<file path="config.mk">
export PLATFORM = sky130hd
export DESIGN_NAME = pipe_ctrl_top
export DESIGN_NICKNAME = d
export VERILOG_FILES = /design/src/common/pipe_ctrl_pkg.sv /design/src/common/stage_if.sv /design/src/design/hazard/hazard_unit.sv /design/src/design/redirect/redirect_unit.sv /design/src/design/redirect/trap_csr.sv /design/src/design/pipe_ctrl_top.sv
export VERILOG_INCLUDE_DIRS = /design/src /design/src/common
export SDC_FILE = /design/constraint.sdc
export NUM_CORES = 1
export LEC_CHECK = 0
export BUFFER_PORTS_ARGS = -buffer_cell sky130_fd_sc_hd__buf_4
export CORE_AREA = 5 5 197 199
export CTS_CLUSTER_SIZE = 25
export DETAILED_ROUTE_END_ITERATION = 10
export DIE_AREA = 0 0 202 204
export PLACE_DENSITY = 0.53
export SYNTH_ARGS = -nofsm -noshare
export SYNTH_HDL_FRONTEND = slang
export SYNTH_SLANG_ARGS = --single-unit
</file>
<file path="constraint.sdc">
create_clock -name clk -period 4.8 [get_ports clk]
set_input_delay 0.24 -clock clk [delete_from_list [all_inputs] [get_ports clk]]
set_output_delay 0.24 -clock clk [all_outputs]
set_load 0.05 [all_outputs]
</file>
<file path="src/common/pipe_ctrl_macros.svh">
`ifndef PIPE_CTRL_MACROS_SVH
`define PIPE_CTRL_MACROS_SVH

// ~~~~~~~~~~~~~~~~~~~~~~~~~~~~~~~~~~~~~~
// Widths fixed by the RV32 ISA.
// ~~~~~~~~~~~~~~~~~~~~~~~~~~~~~~~~~~~~~~
`define XLEN            32                      // Data and PC width.
`define REG_AW          5                       // Register index width, x0..x31.
`define CSR_AW          12                      // CSR address width.

// Trap CSR constants.
`define MTVEC_RESET     32'h0000_0100           // Trap vector after reset.
`define CAUSE_ECALL_M   32'd11                  // Environment call from M-mode.

`endif

</file>
<file path="src/common/pipe_ctrl_pkg.sv">
`include "pipe_ctrl_macros.svh"

package pipe_ctrl_pkg;

    // ~~~~~~~~~~~~~~~~~~~~~~~~~~~~~~~~~~~~~~
    // Operand source chosen by the hazard unit.
    // ~~~~~~~~~~~~~~~~~~~~~~~~~~~~~~~~~~~~~~
    typedef enum logic [2:0] {
        FWD_REG      = 3'd0,                    // Register file value from decode.
        FWD_EX       = 3'd1,                    // ALU result still in EX.
        FWD_MEM_ALU  = 3'd2,                    // ALU result carried into MEM.
        FWD_MEM_LOAD = 3'd3,                    // Load data returned in MEM.
        FWD_WB       = 3'd4                     // Final write-back value.
    } fwd_sel_e;

    // ~~~~~~~~~~~~~~~~~~~~~~~~~~~~~~~~~~~~~~
    // Reason for a PC redirect.
    // ~~~~~~~~~~~~~~~~~~~~~~~~~~~~~~~~~~~~~~
    typedef enum logic [2:0] {
        RD_NONE    = 3'd0,
        RD_JUMP    = 3'd1,                      // jal or jalr in EX.
        RD_BRANCH  = 3'd2,                      // Taken conditional branch in EX.
        RD_FENCE_I = 3'd3,                      // Instruction cache sync in EX.
        RD_ECALL   = 3'd4,                      // Trap entry from decode.
        RD_MRET    = 3'd5                       // Trap return from decode.
    } redirect_cause_e;

    // Machine trap CSRs handled here.
    typedef enum logic [`CSR_AW-1:0] {
        CSR_MTVEC  = 12'h305,
        CSR_MEPC   = 12'h341,
        CSR_MCAUSE = 12'h342
    } csr_addr_e;

endpackage

</file>
<file path="src/common/stage_if.sv">
`timescale 1ns/1ps
`include "pipe_ctrl_macros.svh"

// Write-back status of one in-flight pipeline stage.
interface stage_if;

    logic                   valid;              // Stage holds a live instruction.
    logic [`REG_AW-1:0]     rd;                 // Destination register index.
    logic                   reg_wen;            // Instruction writes rd.
    logic                   mem_ren;            // Instruction is a load.
    logic [`XLEN-1:0]       result;             // Value the stage can forward.

    modport src (
        output valid,
        output rd,
        output reg_wen,
        output mem_ren,
        output result
    );

    modport dst (
        input  valid,
        input  rd,
        input  reg_wen,
        input  mem_ren,
        input  result
    );

endinterface

</file>
<file path="src/design/hazard/hazard_unit.sv">
`timescale 1ns/1ps
`include "pipe_ctrl_macros.svh"

module hazard_unit (
    stage_if.dst                        ex,
    stage_if.dst                        mem,
    stage_if.dst                        wb,
    input  logic [`XLEN-1:0]            mem_rdata,
    input  logic                        id_valid,
    input  logic [`REG_AW-1:0]          id_rs1,
    input  logic [`REG_AW-1:0]          id_rs2,
    input  logic [`XLEN-1:0]            rs1_value,
    input  logic [`XLEN-1:0]            rs2_value,
    output logic [`XLEN-1:0]            rs1_fwd,
    output logic [`XLEN-1:0]            rs2_fwd,
    output pipe_ctrl_pkg::fwd_sel_e     rs1_sel,
    output pipe_ctrl_pkg::fwd_sel_e     rs2_sel,
    output logic                        load_use_stall
);

    // ~~~~~~~~~~~~~~~~~~~~~~~~~~~~~~~~~~~~~~
    // Helpers shared by both operands.
    // ~~~~~~~~~~~~~~~~~~~~~~~~~~~~~~~~~~~~~~
    function automatic logic rd_match(
        input logic                 valid,
        input logic                 reg_wen,
        input logic [`REG_AW-1:0]   rd,
        input logic [`REG_AW-1:0]   rs
    );
        rd_match = valid && reg_wen && (rd != '0) && (rd == rs);   // x0 never forwards.
    endfunction

    // Youngest producer wins.
    function automatic pipe_ctrl_pkg::fwd_sel_e pick_src(
        input logic ex_hit,
        input logic mem_hit,
        input logic wb_hit,
        input logic mem_load
    );
        if (ex_hit)
            pick_src = pipe_ctrl_pkg::FWD_EX;
        else if (mem_hit)
            pick_src = mem_load ? pipe_ctrl_pkg::FWD_MEM_LOAD : pipe_ctrl_pkg::FWD_MEM_ALU;
        else if (wb_hit)
            pick_src = pipe_ctrl_pkg::FWD_WB;
        else
            pick_src = pipe_ctrl_pkg::FWD_REG;
    endfunction

    function automatic logic [`XLEN-1:0] fwd_mux(
        input pipe_ctrl_pkg::fwd_sel_e  sel,
        input logic [`XLEN-1:0]         reg_val,
        input logic [`XLEN-1:0]         ex_val,
        input logic [`XLEN-1:0]         mem_alu_val,
        input logic [`XLEN-1:0]         mem_load_val,
        input logic [`XLEN-1:0]         wb_val
    );
        case (sel)
            pipe_ctrl_pkg::FWD_EX:       fwd_mux = ex_val;
            pipe_ctrl_pkg::FWD_MEM_ALU:  fwd_mux = mem_alu_val;
            pipe_ctrl_pkg::FWD_MEM_LOAD: fwd_mux = mem_load_val;
            pipe_ctrl_pkg::FWD_WB:       fwd_mux = wb_val;
            default:                     fwd_mux = reg_val;
        endcase
    endfunction

    // ~~~~~~~~~~~~~~~~~~~~~~~~~~~~~~~~~~~~~~
    // Forwarding.
    // ~~~~~~~~~~~~~~~~~~~~~~~~~~~~~~~~~~~~~~
    logic rs1_ex_hit;
    logic rs1_mem_hit;
    logic rs1_wb_hit;
    logic rs2_ex_hit;
    logic rs2_mem_hit;
    logic rs2_wb_hit;

    assign rs1_ex_hit  = rd_match(ex.valid,  ex.reg_wen,  ex.rd,  id_rs1);
    assign rs1_mem_hit = rd_match(mem.valid, mem.reg_wen, mem.rd, id_rs1);
    assign rs1_wb_hit  = rd_match(wb.valid,  wb.reg_wen,  wb.rd,  id_rs1);
    assign rs2_ex_hit  = rd_match(ex.valid,  ex.reg_wen,  ex.rd,  id_rs2);
    assign rs2_mem_hit = rd_match(mem.valid, mem.reg_wen, mem.rd, id_rs2);
    assign rs2_wb_hit  = rd_match(wb.valid,  wb.reg_wen,  wb.rd,  id_rs2);

    assign rs1_sel = pick_src(rs1_ex_hit, rs1_mem_hit, rs1_wb_hit, mem.mem_ren);
    assign rs2_sel = pick_src(rs2_ex_hit, rs2_mem_hit, rs2_wb_hit, mem.mem_ren);

    assign rs1_fwd = fwd_mux(rs1_sel, rs1_value, ex.result, mem.result, mem_rdata, wb.result);
    assign rs2_fwd = fwd_mux(rs2_sel, rs2_value, ex.result, mem.result, mem_rdata, wb.result);

    // ~~~~~~~~~~~~~~~~~~~~~~~~~~~~~~~~~~~~~~
    // Load-use stall.
    // ~~~~~~~~~~~~~~~~~~~~~~~~~~~~~~~~~~~~~~
    logic ex_load;

    // A load in EX has only its address, the data arrives one stage later.
    assign ex_load        = ex.valid && ex.mem_ren && (ex.rd != '0);
    assign load_use_stall = id_valid && ex_load && ((ex.rd == id_rs1) || (ex.rd == id_rs2));

endmodule

</file>
<file path="src/design/redirect/redirect_unit.sv">
`timescale 1ns/1ps
`include "pipe_ctrl_macros.svh"

module redirect_unit (
    input  logic                                ex_valid,
    input  logic                                jump_flag,
    input  logic                                branch_flag,
    input  logic                                branch_taken,
    input  logic                                fence_i_flag,
    input  logic [`XLEN-1:0]                    ex_pc,
    input  logic [`XLEN-1:0]                    ex_imm,
    input  logic                                id_valid,
    input  logic                                ecall_flag,
    input  logic                                mret_flag,
    input  logic [`XLEN-1:0]                    mtvec,
    input  logic [`XLEN-1:0]                    mepc,
    output logic                                redirect_valid,
    output logic                                icache_clr,
    output logic                                trap_take,
    output logic [`XLEN-1:0]                    redirect_pc,
    output pipe_ctrl_pkg::redirect_cause_e      redirect_cause
);

    // ~~~~~~~~~~~~~~~~~~~~~~~~~~~~~~~~~~~~~~
    // Qualified events per stage.
    // ~~~~~~~~~~~~~~~~~~~~~~~~~~~~~~~~~~~~~~
    logic ex_jump;
    logic ex_branch;
    logic ex_fence_i;
    logic id_ecall;
    logic id_mret;

    assign ex_jump    = ex_valid && jump_flag;
    assign ex_branch  = ex_valid && branch_flag && branch_taken;    // Not-taken falls through.
    assign ex_fence_i = ex_valid && fence_i_flag;
    assign id_ecall   = id_valid && ecall_flag;
    assign id_mret    = id_valid && mret_flag;

    // EX holds the older instruction, so its event beats anything in decode.
    always_comb begin
        if (ex_jump)
            redirect_cause = pipe_ctrl_pkg::RD_JUMP;
        else if (ex_branch)
            redirect_cause = pipe_ctrl_pkg::RD_BRANCH;
        else if (ex_fence_i)
            redirect_cause = pipe_ctrl_pkg::RD_FENCE_I;
        else if (id_ecall)
            redirect_cause = pipe_ctrl_pkg::RD_ECALL;
        else if (id_mret)
            redirect_cause = pipe_ctrl_pkg::RD_MRET;
        else
            redirect_cause = pipe_ctrl_pkg::RD_NONE;
    end

    // ~~~~~~~~~~~~~~~~~~~~~~~~~~~~~~~~~~~~~~
    // Target and side effects.
    // ~~~~~~~~~~~~~~~~~~~~~~~~~~~~~~~~~~~~~~
    always_comb begin
        case (redirect_cause)
            pipe_ctrl_pkg::RD_JUMP,
            pipe_ctrl_pkg::RD_BRANCH:  redirect_pc = ex_pc + ex_imm;
            pipe_ctrl_pkg::RD_FENCE_I: redirect_pc = ex_pc + `XLEN'd4;  // Refetch after the fence.
            pipe_ctrl_pkg::RD_ECALL:   redirect_pc = mtvec;
            pipe_ctrl_pkg::RD_MRET:    redirect_pc = mepc;
            default:                   redirect_pc = '0;
        endcase
    end

    // One level both redirects fetch and flushes decode.
    assign redirect_valid = (redirect_cause != pipe_ctrl_pkg::RD_NONE);
    assign icache_clr     = (redirect_cause == pipe_ctrl_pkg::RD_FENCE_I);
    assign trap_take      = (redirect_cause == pipe_ctrl_pkg::RD_ECALL);

endmodule

</file>
<file path="src/design/redirect/trap_csr.sv">
`timescale 1ns/1ps
`include "pipe_ctrl_macros.svh"

module trap_csr (
    input  logic                    clk,
    input  logic                    rst_n,
    input  logic                    trap_take,
    input  logic [`XLEN-1:0]        trap_pc,
    input  logic                    csr_wen,
    input  logic [`CSR_AW-1:0]      csr_addr,
    input  logic [`XLEN-1:0]        csr_wdata,
    input  logic [`CSR_AW-1:0]      csr_raddr,
    output logic [`XLEN-1:0]        csr_rdata,
    output logic [`XLEN-1:0]        mtvec,
    output logic [`XLEN-1:0]        mepc
);

    logic [`XLEN-1:0] mcause;

    // ~~~~~~~~~~~~~~~~~~~~~~~~~~~~~~~~~~~~~~
    // Write decode.
    // ~~~~~~~~~~~~~~~~~~~~~~~~~~~~~~~~~~~~~~
    logic wr_mtvec;
    logic wr_mepc;
    logic wr_mcause;
    logic [`XLEN-1:0] wdata_aligned;

    assign wr_mtvec  = csr_wen && (csr_addr == pipe_ctrl_pkg::CSR_MTVEC);
    assign wr_mepc   = csr_wen && (csr_addr == pipe_ctrl_pkg::CSR_MEPC);
    assign wr_mcause = csr_wen && (csr_addr == pipe_ctrl_pkg::CSR_MCAUSE);

    // Direct mode only, so mtvec and mepc stay word aligned.
    assign wdata_aligned = {csr_wdata[`XLEN-1:2], 2'b00};

    // ~~~~~~~~~~~~~~~~~~~~~~~~~~~~~~~~~~~~~~
    // Registers.
    // ~~~~~~~~~~~~~~~~~~~~~~~~~~~~~~~~~~~~~~
    always_ff @(posedge clk) begin
        if (!rst_n) begin
            mtvec <= `MTVEC_RESET;
        end else if (wr_mtvec) begin
            mtvec <= wdata_aligned;             // Traps never touch mtvec.
        end
    end

    always_ff @(posedge clk) begin
        if (!rst_n) begin
            mepc <= '0;
        end else if (trap_take) begin
            mepc <= trap_pc;                    // PC of the ecall itself.
        end else if (wr_mepc) begin
            mepc <= wdata_aligned;
        end
    end

    always_ff @(posedge clk) begin
        if (!rst_n) begin
            mcause <= '0;
        end else if (trap_take) begin
            mcause <= `CAUSE_ECALL_M;
        end else if (wr_mcause) begin
            mcause <= csr_wdata;
        end
    end

    // Combinational read port, unmapped addresses return zero.
    always_comb begin
        case (csr_raddr)
            pipe_ctrl_pkg::CSR_MTVEC:  csr_rdata = mtvec;
            pipe_ctrl_pkg::CSR_MEPC:   csr_rdata = mepc;
            pipe_ctrl_pkg::CSR_MCAUSE: csr_rdata = mcause;
            default:                   csr_rdata = '0;
        endcase
    end

endmodule

</file>
<file path="src/design/pipe_ctrl_top.sv">
`timescale 1ns/1ps
`include "pipe_ctrl_macros.svh"

module pipe_ctrl_top (
    input  logic                                clk,
    input  logic                                rst_n,
    // Decode stage.
    input  logic                                id_valid,
    input  logic [`XLEN-1:0]                    id_pc,
    input  logic [`REG_AW-1:0]                  id_rs1,
    input  logic [`REG_AW-1:0]                  id_rs2,
    input  logic [`XLEN-1:0]                    rs1_value,
    input  logic [`XLEN-1:0]                    rs2_value,
    input  logic                                ecall_flag,
    input  logic                                mret_flag,
    // Execute stage.
    input  logic                                ex_valid,
    input  logic [`REG_AW-1:0]                  ex_rd,
    input  logic                                ex_reg_wen,
    input  logic                                ex_mem_ren,
    input  logic [`XLEN-1:0]                    ex_result,
    input  logic [`XLEN-1:0]                    ex_pc,
    input  logic [`XLEN-1:0]                    ex_imm,
    input  logic                                jump_flag,
    input  logic                                branch_flag,
    input  logic                                branch_taken,
    input  logic                                fence_i_flag,
    // Memory stage.
    input  logic                                mem_valid,
    input  logic [`REG_AW-1:0]                  mem_rd,
    input  logic                                mem_reg_wen,
    input  logic                                mem_mem_ren,
    input  logic [`XLEN-1:0]                    mem_result,
    input  logic [`XLEN-1:0]                    mem_rdata,
    // Write-back stage.
    input  logic                                wb_valid,
    input  logic [`REG_AW-1:0]                  wb_rd,
    input  logic                                wb_reg_wen,
    input  logic [`XLEN-1:0]                    wb_result,
    // CSR port.
    input  logic                                csr_wen,
    input  logic [`CSR_AW-1:0]                  csr_addr,
    input  logic [`XLEN-1:0]                    csr_wdata,
    input  logic [`CSR_AW-1:0]                  csr_raddr,
    // Results.
    output logic [`XLEN-1:0]                    rs1_fwd,
    output logic [`XLEN-1:0]                    rs2_fwd,
    output logic                                load_use_stall,
    output logic                                redirect_valid,
    output logic [`XLEN-1:0]                    redirect_pc,
    output pipe_ctrl_pkg::redirect_cause_e      redirect_cause,
    output logic                                icache_clr,
    output logic [`XLEN-1:0]                    csr_rdata
);

    pipe_ctrl_pkg::fwd_sel_e    rs1_sel;        // Observed by the bound checks.
    pipe_ctrl_pkg::fwd_sel_e    rs2_sel;
    logic                       trap_take;
    logic [`XLEN-1:0]           mtvec;
    logic [`XLEN-1:0]           mepc;

    // ~~~~~~~~~~~~~~~~~~~~~~~~~~~~~~~~~~~~~~
    // Stage status bundles.
    // ~~~~~~~~~~~~~~~~~~~~~~~~~~~~~~~~~~~~~~
    stage_if ex_stage ();
    stage_if mem_stage ();
    stage_if wb_stage ();

    assign ex_stage.valid    = ex_valid;
    assign ex_stage.rd       = ex_rd;
    assign ex_stage.reg_wen  = ex_reg_wen;
    assign ex_stage.mem_ren  = ex_mem_ren;
    assign ex_stage.result   = ex_result;

    assign mem_stage.valid   = mem_valid;
    assign mem_stage.rd      = mem_rd;
    assign mem_stage.reg_wen = mem_reg_wen;
    assign mem_stage.mem_ren = mem_mem_ren;
    assign mem_stage.result  = mem_result;

    assign wb_stage.valid    = wb_valid;
    assign wb_stage.rd       = wb_rd;
    assign wb_stage.reg_wen  = wb_reg_wen;
    assign wb_stage.mem_ren  = 1'b0;            // Loads are resolved by write-back.
    assign wb_stage.result   = wb_result;

    // ~~~~~~~~~~~~~~~~~~~~~~~~~~~~~~~~~~~~~~
    // Blocks.
    // ~~~~~~~~~~~~~~~~~~~~~~~~~~~~~~~~~~~~~~
    hazard_unit u_hazard (
        .ex             (ex_stage.dst),
        .mem            (mem_stage.dst),
        .wb             (wb_stage.dst),
        .mem_rdata      (mem_rdata),
        .id_valid       (id_valid),
        .id_rs1         (id_rs1),
        .id_rs2         (id_rs2),
        .rs1_value      (rs1_value),
        .rs2_value      (rs2_value),
        .rs1_fwd        (rs1_fwd),
        .rs2_fwd        (rs2_fwd),
        .rs1_sel        (rs1_sel),
        .rs2_sel        (rs2_sel),
        .load_use_stall (load_use_stall)
    );

    redirect_unit u_redirect (
        .ex_valid       (ex_valid),
        .jump_flag      (jump_flag),
        .branch_flag    (branch_flag),
        .branch_taken   (branch_taken),
        .fence_i_flag   (fence_i_flag),
        .ex_pc          (ex_pc),
        .ex_imm         (ex_imm),
        .id_valid       (id_valid),
        .ecall_flag     (ecall_flag),
        .mret_flag      (mret_flag),
        .mtvec          (mtvec),
        .mepc           (mepc),
        .redirect_valid (redirect_valid),
        .icache_clr     (icache_clr),
        .trap_take      (trap_take),
        .redirect_pc    (redirect_pc),
        .redirect_cause (redirect_cause)
    );

    trap_csr u_trap_csr (
        .clk            (clk),
        .rst_n          (rst_n),
        .trap_take      (trap_take),
        .trap_pc        (id_pc),                // ecall sits in decode.
        .csr_wen        (csr_wen),
        .csr_addr       (csr_addr),
        .csr_wdata      (csr_wdata),
        .csr_raddr      (csr_raddr),
        .csr_rdata      (csr_rdata),
        .mtvec          (mtvec),
        .mepc           (mepc)
    );

endmodule

</file>
==> results of run 1 <==
==> area by class of cell <==
type                    instances  area (µm²)  area share [%]
repair buffers                538        4040            28.4
diodes                          5        12.5          0.0881
flip-flops and latches         94        1880            13.2
well taps                     474         593            4.18
multi-input cells            1064        7210            50.7
inverters                      52         195            1.37
clock buffers                  11         253            1.78
clock inverters                 3        21.3           0.150
==> worst max path at each step <==
stage          slack [ns]         endpoint
2_1_floorplan        1.65  redirect_pc[14]
3_3_place_gp         1.55  redirect_pc[24]
3_5_place_dp         1.52       rs1_fwd[4]
4_1_cts              1.51       rs1_fwd[4]
5_1_grt              1.30       rs2_fwd[1]
6_report             1.48       rs1_fwd[4]
==> logic make-up after synthesis <==
family	after synthesis	synth area share, %
simple gates	365	18.4
buf+inv	152	6.31
compound gates	458	30.5
xor+xnor	79	7.16
mux	129	13.8
flops	94	19.5
fa+ha+maj	33	4.35
==> power by group through the flow <==
| stage | Clock [µW] | Sequential, µW | Combinational, µW |
|---|---|---|---|
| 4_1_cts | 687 | 815 | 1350 |
| 5_1_grt | 725 | 816 | 1430 |
| 3_5_place_dp | 0 | 832 | 1350 |
| 2_1_floorplan | 0 | 827 | 729 |
| 6_report | 674 | 815 | 1360 |
| 3_3_place_gp | 0 | 831 | 1350 |
==> critical path, cell delays in order <==
cell and delay [ns]:
buf_4 0.11, or4_1 0.11, o211ai_1 0.12, nor4_1 0.43, nand3_1 0.71, nand3_1 0.30
buf_4 0.31, o22ai_1 0.14, a21oi_1 0.30, buf_4 0.28
==> sequential cells by signal, summed over array words and instances (netlist names) <==
signal and count:
u_trap_csr.mcause 32, u_trap_csr.mepc 32, u_trap_csr.mtvec 30
==> layout by cell type (no fill, tap or decap), drive strengths merged, types with 3 or more instances in the layout <==
cell type and count:
buf 538, a21oi 151, nor4 10, nand3 30
ha 32, nand2b 5, or3 5, nor3 15
or2 6, nor3b 3, and2 6, clkbuf 11
o21ai 49, o21bai 5, o211ai 6, a211oi 35
a31oi 9, clkinv 4, o21a 7, xnor2 45
dfxtp 94, nand4 14, a222oi 31, nor2 71
o22ai 111, nor2b 30, xor2 34, a21o 22
mux2 32, mux2i 97, inv 50, diode 5
and3 7, or4 9, o221ai 15, nand2 143
==> through the flow <==
step / instances / hold WS, ns / setup WS [ns] / cell area, µm² / utilization, %
2_1_floorplan: 1310 / 0.365 / 1.65 / 9660 / -
3_3_place_gp: 2222 / 0.441 / 1.55 / 13900 / 37.6
3_5_place_dp: 2222 / 0.448 / 1.52 / 13900 / 37.6
4_1_cts: 2236 / 0.132 / 1.51 / 14200 / 38.3
5_1_grt: 2240 / 0.130 / 1.30 / 14200 / 38.3
6_report: 2241 / 0.135 / 1.48 / 14200 / 38.3
==> cells in the mapped netlist (5+ instances only) <==
library cell | number | share of area, %
nor2b_1 | 30 | 1.9
o21ai_1 | 7 | 0.36
mux2_2 | 32 | 3.7
o221ai_1 | 15 | 1.4
mux2i_1 | 97 | 10
ha_1 | 32 | 4.1
nand4_1 | 13 | 0.84
inv_1 | 50 | 1.9
o22ai_1 | 111 | 7.2
a211oi_1 | 35 | 2.7
or3_1 | 5 | 0.32
a31oi_1 | 9 | 0.58
nand3_1 | 30 | 1.6
or2_2 | 6 | 0.39
buf_1 | 10 | 0.39
nor2_1 | 71 | 2.8
nor3_1 | 14 | 0.73
xor2_1 | 34 | 3.1
or4_1 | 9 | 0.70
a222oi_1 | 31 | 3.2
and2_1 | 6 | 0.39
nor4_1 | 9 | 0.58
nand2_1 | 143 | 5.6
clkbuf_1 | 63 | 2.4
o21ai_0 | 42 | 2.2
xnor2_1 | 45 | 4.1
a21oi_1 | 150 | 7.8
buf_2 | 25 | 1.3
o21a_1 | 7 | 0.54
dfxtp_1 | 94 | 19
o211ai_1 | 6 | 0.47
and3_1 | 6 | 0.39
a21o_1 | 21 | 1.6
==> metal layers <==
metal  part of all wire (%)  global-route usage (%)  vias to the layer above
li1                       -                       -                     5809
met3                    7.5                    6.62                       79
met1                     39                    33.6                     5980
met5                   0.11                       0                        -
met2                     50                    50.5                      603
met4                    2.8                    6.88                       10
==> impl_metrics.toml, run 1 <==
[pwr]
pwr-share-clk_pct = 23.7
internal-power_uw = 1710
p_total_uw = 2840
power_density_mw_per_mm2 = 200
pwr-share-seq_pct = 28.6
combPwrFrac_pct = 47.7
power_leakage_uw = 0.00667
p_sw_uw = 1140
peakVddDrop_mv = 0.184
switching_share_pct = 40.0

[floorplanning]
pin_count = 521
die_h_um = 204
dieArea_mm2 = 0.0412
initial_core_util_pct = 26.1
die_w_um = 202
rows = 71
core_area_mm2 = 0.0370

[finish]
final.fill_count = 3979
drive_gt1_share_pct = 34.6
nets = 2179
area_growth_syn_to_layout_pct = 47.0

[grt]
antenna_found_initial = 9
track_usage_pct = 28.0
grt_pass1_wl_mm = 86.2
grt_max_degree = 45
first_global_vias = 12303
grt_overflow = 0

[routing]
postRouteAntennaNets = 0
wirelength_mm = 62.1
dr.first_iter.drc_count = 970
viasPerCell = 5.57
via_count = 12481
drcViolationCount = 0
drt_first_pass_iters = 5
wl_per_cell_um = 27.7

[critical_path]
reg2reg_depth = 2
startpoint = "wb_rd[3]"
critical_path_arrival_ns = 3.08
cp-end-kind = "output port"
reg2reg_to = "u_trap_csr.mepc[19]"
r2r-start = "u_trap_csr.mepc[19]"
worst_ep_required_time_ns = 4.56
crit_fanout = 21
reg2reg_slack_ns = 3.97
cp-start-kind = "input port"
path_class = "input port to output port"

[run_status]
status = "finished clean"

[synthesis]
synthesis.instances = 1310
synth_edf_count = 0
synth_seq_cells = 94
synthFlopType = "dfxtp_1"
syn_area_per_cell_um2 = 7.37
ys_async_sr_fraction_pct = 0
seq_area_frac_synth_pct = 19.5
synthesis.nets = 1730
yosysWarnings = 0
netlist_area_mm2 = 0.00966
ys_types = 69

[placement]
hpwlAfterDp_mm = 51.1
io_buffer_count = 520
gp_congestion = 1.03

[timing]
tns_ns = 0
period_minus_slack_ns = 3.32
rsz0062_at_grt = "no"
max_freq_mhz = 301
tightestPinTransition_ns = 1.15
skew_ns = 0
fin_crit_sh_pct = 69.1
relSlewSlack_pct = 22.9
hold_viol = 0
setup_viol = 0
maxSlewViolCount = 0

[hold_path]
hold_path_depth = 2
min-delay-start = "id_pc[31]"
hp-class = "input port to flip-flop"
whs_endpoint = "u_trap_csr.mepc[31]"

[clocking]
clock_sinks = 94
clk_pin_slew_ns = 0.07
ctsHoldBuffers = 0
cts-buffers-inserted = 9
root_buffer = "clkbuf_16"
insertion_delay_ns = 0.34
tritoncts = "yes"
cts_buffer_depth = 2
cts_resized = 0
post_cts.repair.setup_buffers = 0
htreeDepth = 3

[flow_run]
max-cap-violations = 0
Note: power is estimated with default switching activity, not from simulation.
==> inputs of run 2 (changes only) <==
- clock period: 4.8 -> 3.1 ns (I/O delays scaled with it)
==> impl_metrics.toml, run 2 (same netlist as run 1, synthesis figures left out) <==
[finish]
most-common-layout-cells = "568 x buf_4, 150 x a21oi_1, 142 x nand2_1, 111 x o22ai_1, 97 x mux2i_1"
multi_input_area_mm2 = 0.00719
postLayoutCoreUtil_pct = 39.2
nets = 2212
largestRegisters = "u_trap_csr.mcause x32, u_trap_csr.mepc x32, u_trap_csr.mtvec x30"
drive_gt1_share_pct = 35.6
final_common_cell = "buf_4"
final.fill_count = 3945
regArea_mm2 = 0.00188
area_growth_syn_to_layout_pct = 50.4

[clocking]
clk_pin_slew_ns = 0.06
cts_buffer_depth = 2
post_cts.repair.setup_buffers = 0
tritoncts = "yes"
clock_sinks = 94
ctsHoldBuffers = 0
root_buffer = "clkbuf_16"
cts-buffers-inserted = 9
cts_resized = 0
insertion_delay_ns = 0.35
htreeDepth = 3

[grt]
grt_overflow = 0
use_met2_pct = 52.0
grt_max_degree = 66
grt_pass1_wl_mm = 87.9
use_met3_pct = 7.20
grtUsageMet1_pct = 32.7
first_global_vias = 12657
track_usage_pct = 28.3
busiest_layer = "met2"
antenna_found_initial = 15

[critical_path]
reg2reg_slack_ns = 2.26
crit_top_cell = "buf_4"
reg2reg_to = "u_trap_csr.mepc[0]"
reg2reg_depth = 2
crit_family = "compound AO/OA/AOI/OAI gates"
cpMaxStageDelayCell = "o41ai_4"
worst_ep_required_time_ns = 2.94
cp_slowest_stage_delay_ns = 0.42
crit_buf_inv = 3
cp-end-kind = "output port"
r2r-start = "u_trap_csr.mepc[0]"
critical_path_arrival_ns = 2.78
path_class = "input port to output port"
cp-start-kind = "input port"
crit_fanout = 3
worstPathCellList = "buf_4 -> ha_1 -> inv_1 -> fa_1 -> and2b_1 -> o2111ai_2 -> a21oi_2 -> a221oi_2 -> o41ai_4 -> a21oi_1 -> or3b_1 -> buf_4"
path_depth = 12

[floorplanning]
rows = 71
pin_count = 521
die_w_um = 202
initial_core_util_pct = 26.1
die_h_um = 204
dieArea_mm2 = 0.0412
core_area_mm2 = 0.0370

[pwr]
peakVddDrop_mv = 0.296
power_density_mw_per_mm2 = 318
power_leakage_uw = 0.00686

[timing]
skew_ns = 0
max_freq_mhz = 341
maxSlewViolCount = 0
tns_ns = 0
relSlewSlack_pct = 50.4
fin_crit_sh_pct = 94.7
setup_slack_ns = 0.163
rsz0062_at_grt = "no"
setup_viol = 0
period_minus_slack_ns = 2.94
hold_viol = 0
tightestPinTransition_ns = 0.745

[routing]
drt_first_pass_iters = 8
viasPerCell = 5.56
drcViolationCount = 0
via_count = 12672
dr.first_iter.drc_count = 1147
wirelength_mm = 62.8
postRouteAntennaNets = 0
wl_per_cell_um = 27.6

[flow_run]
max-cap-violations = 0

[hold_path]
hp-class = "input port to flip-flop"
whs_endpoint = "u_trap_csr.mepc[31]"
min-delay-start = "id_pc[31]"
hold_path_depth = 2

[placement]
preCtsSetupSlack_ns = 0.229
gp_congestion = 1.02
hpwlAfterDp_mm = 51.8
io_buffer_count = 520

[run_status]
status = "finished clean"
[run 2: cell count changes in the layout (fill, tap and decap cells not counted), sizes merged]
cell | before | now
bufinv | 0 | 2
clkinvlp | 1 | 0
diode | 5 | 9
clkinv | 4 | 3
clkbuf | 11 | 12
buf | 538 | 571
[run 2: final cells by class]
cell class | instances | share of cell area (%)
clock buffers | 12 | 1.70
multi-input cells | 1064 | 49.5
well taps | 474 | 4.08
diodes | 9 | 0.155
inverters | 52 | 1.34
repair buffers | 571 | 29.8
clock inverters | 3 | 0.474
flip-flops and latches | 94 | 13.0
[run 2: through the flow]
stage	cell area (µm²)	instances	hold WS (ns)	total power, µW
after CTS	14500	2270	0.0447	4610
after global routing	14500	2277	0.0495	4800
after global placement	14200	2255	0.399	3430
after floorplan	9660	1310	0.280	2410
final	14500	2279	0.0470	4610
after detailed placement	14200	2255	0.400	3420
[run 2: routing by layer]
metal	vias to the layer above	routed length, µm
met4	14	1480
li1	5876	-
met3	72	4780
met5	-	92
met2	617	32400
met1	6093	24100
[run 2: how the worst max path moves through the flow]
stage | slack (ns) | to | startpoint
floorplan | 0.12 | redirect_pc[14] | ex_pc[0]
global placement | 0.18 | redirect_pc[26] | ex_imm[0]
detailed placement | 0.23 | redirect_pc[26] | ex_imm[0]
CTS | 0.21 | redirect_pc[24] | ex_imm[0]
global route | 0.01 | redirect_pc[24] | ex_imm[0]
finish | 0.16 | redirect_pc[24] | ex_imm[0]
[run 2: power by group]
part	switching (µW)	internal, µW
clock network	477	727
logic	1300	852
registers	24.0	1240
total	1800	2820
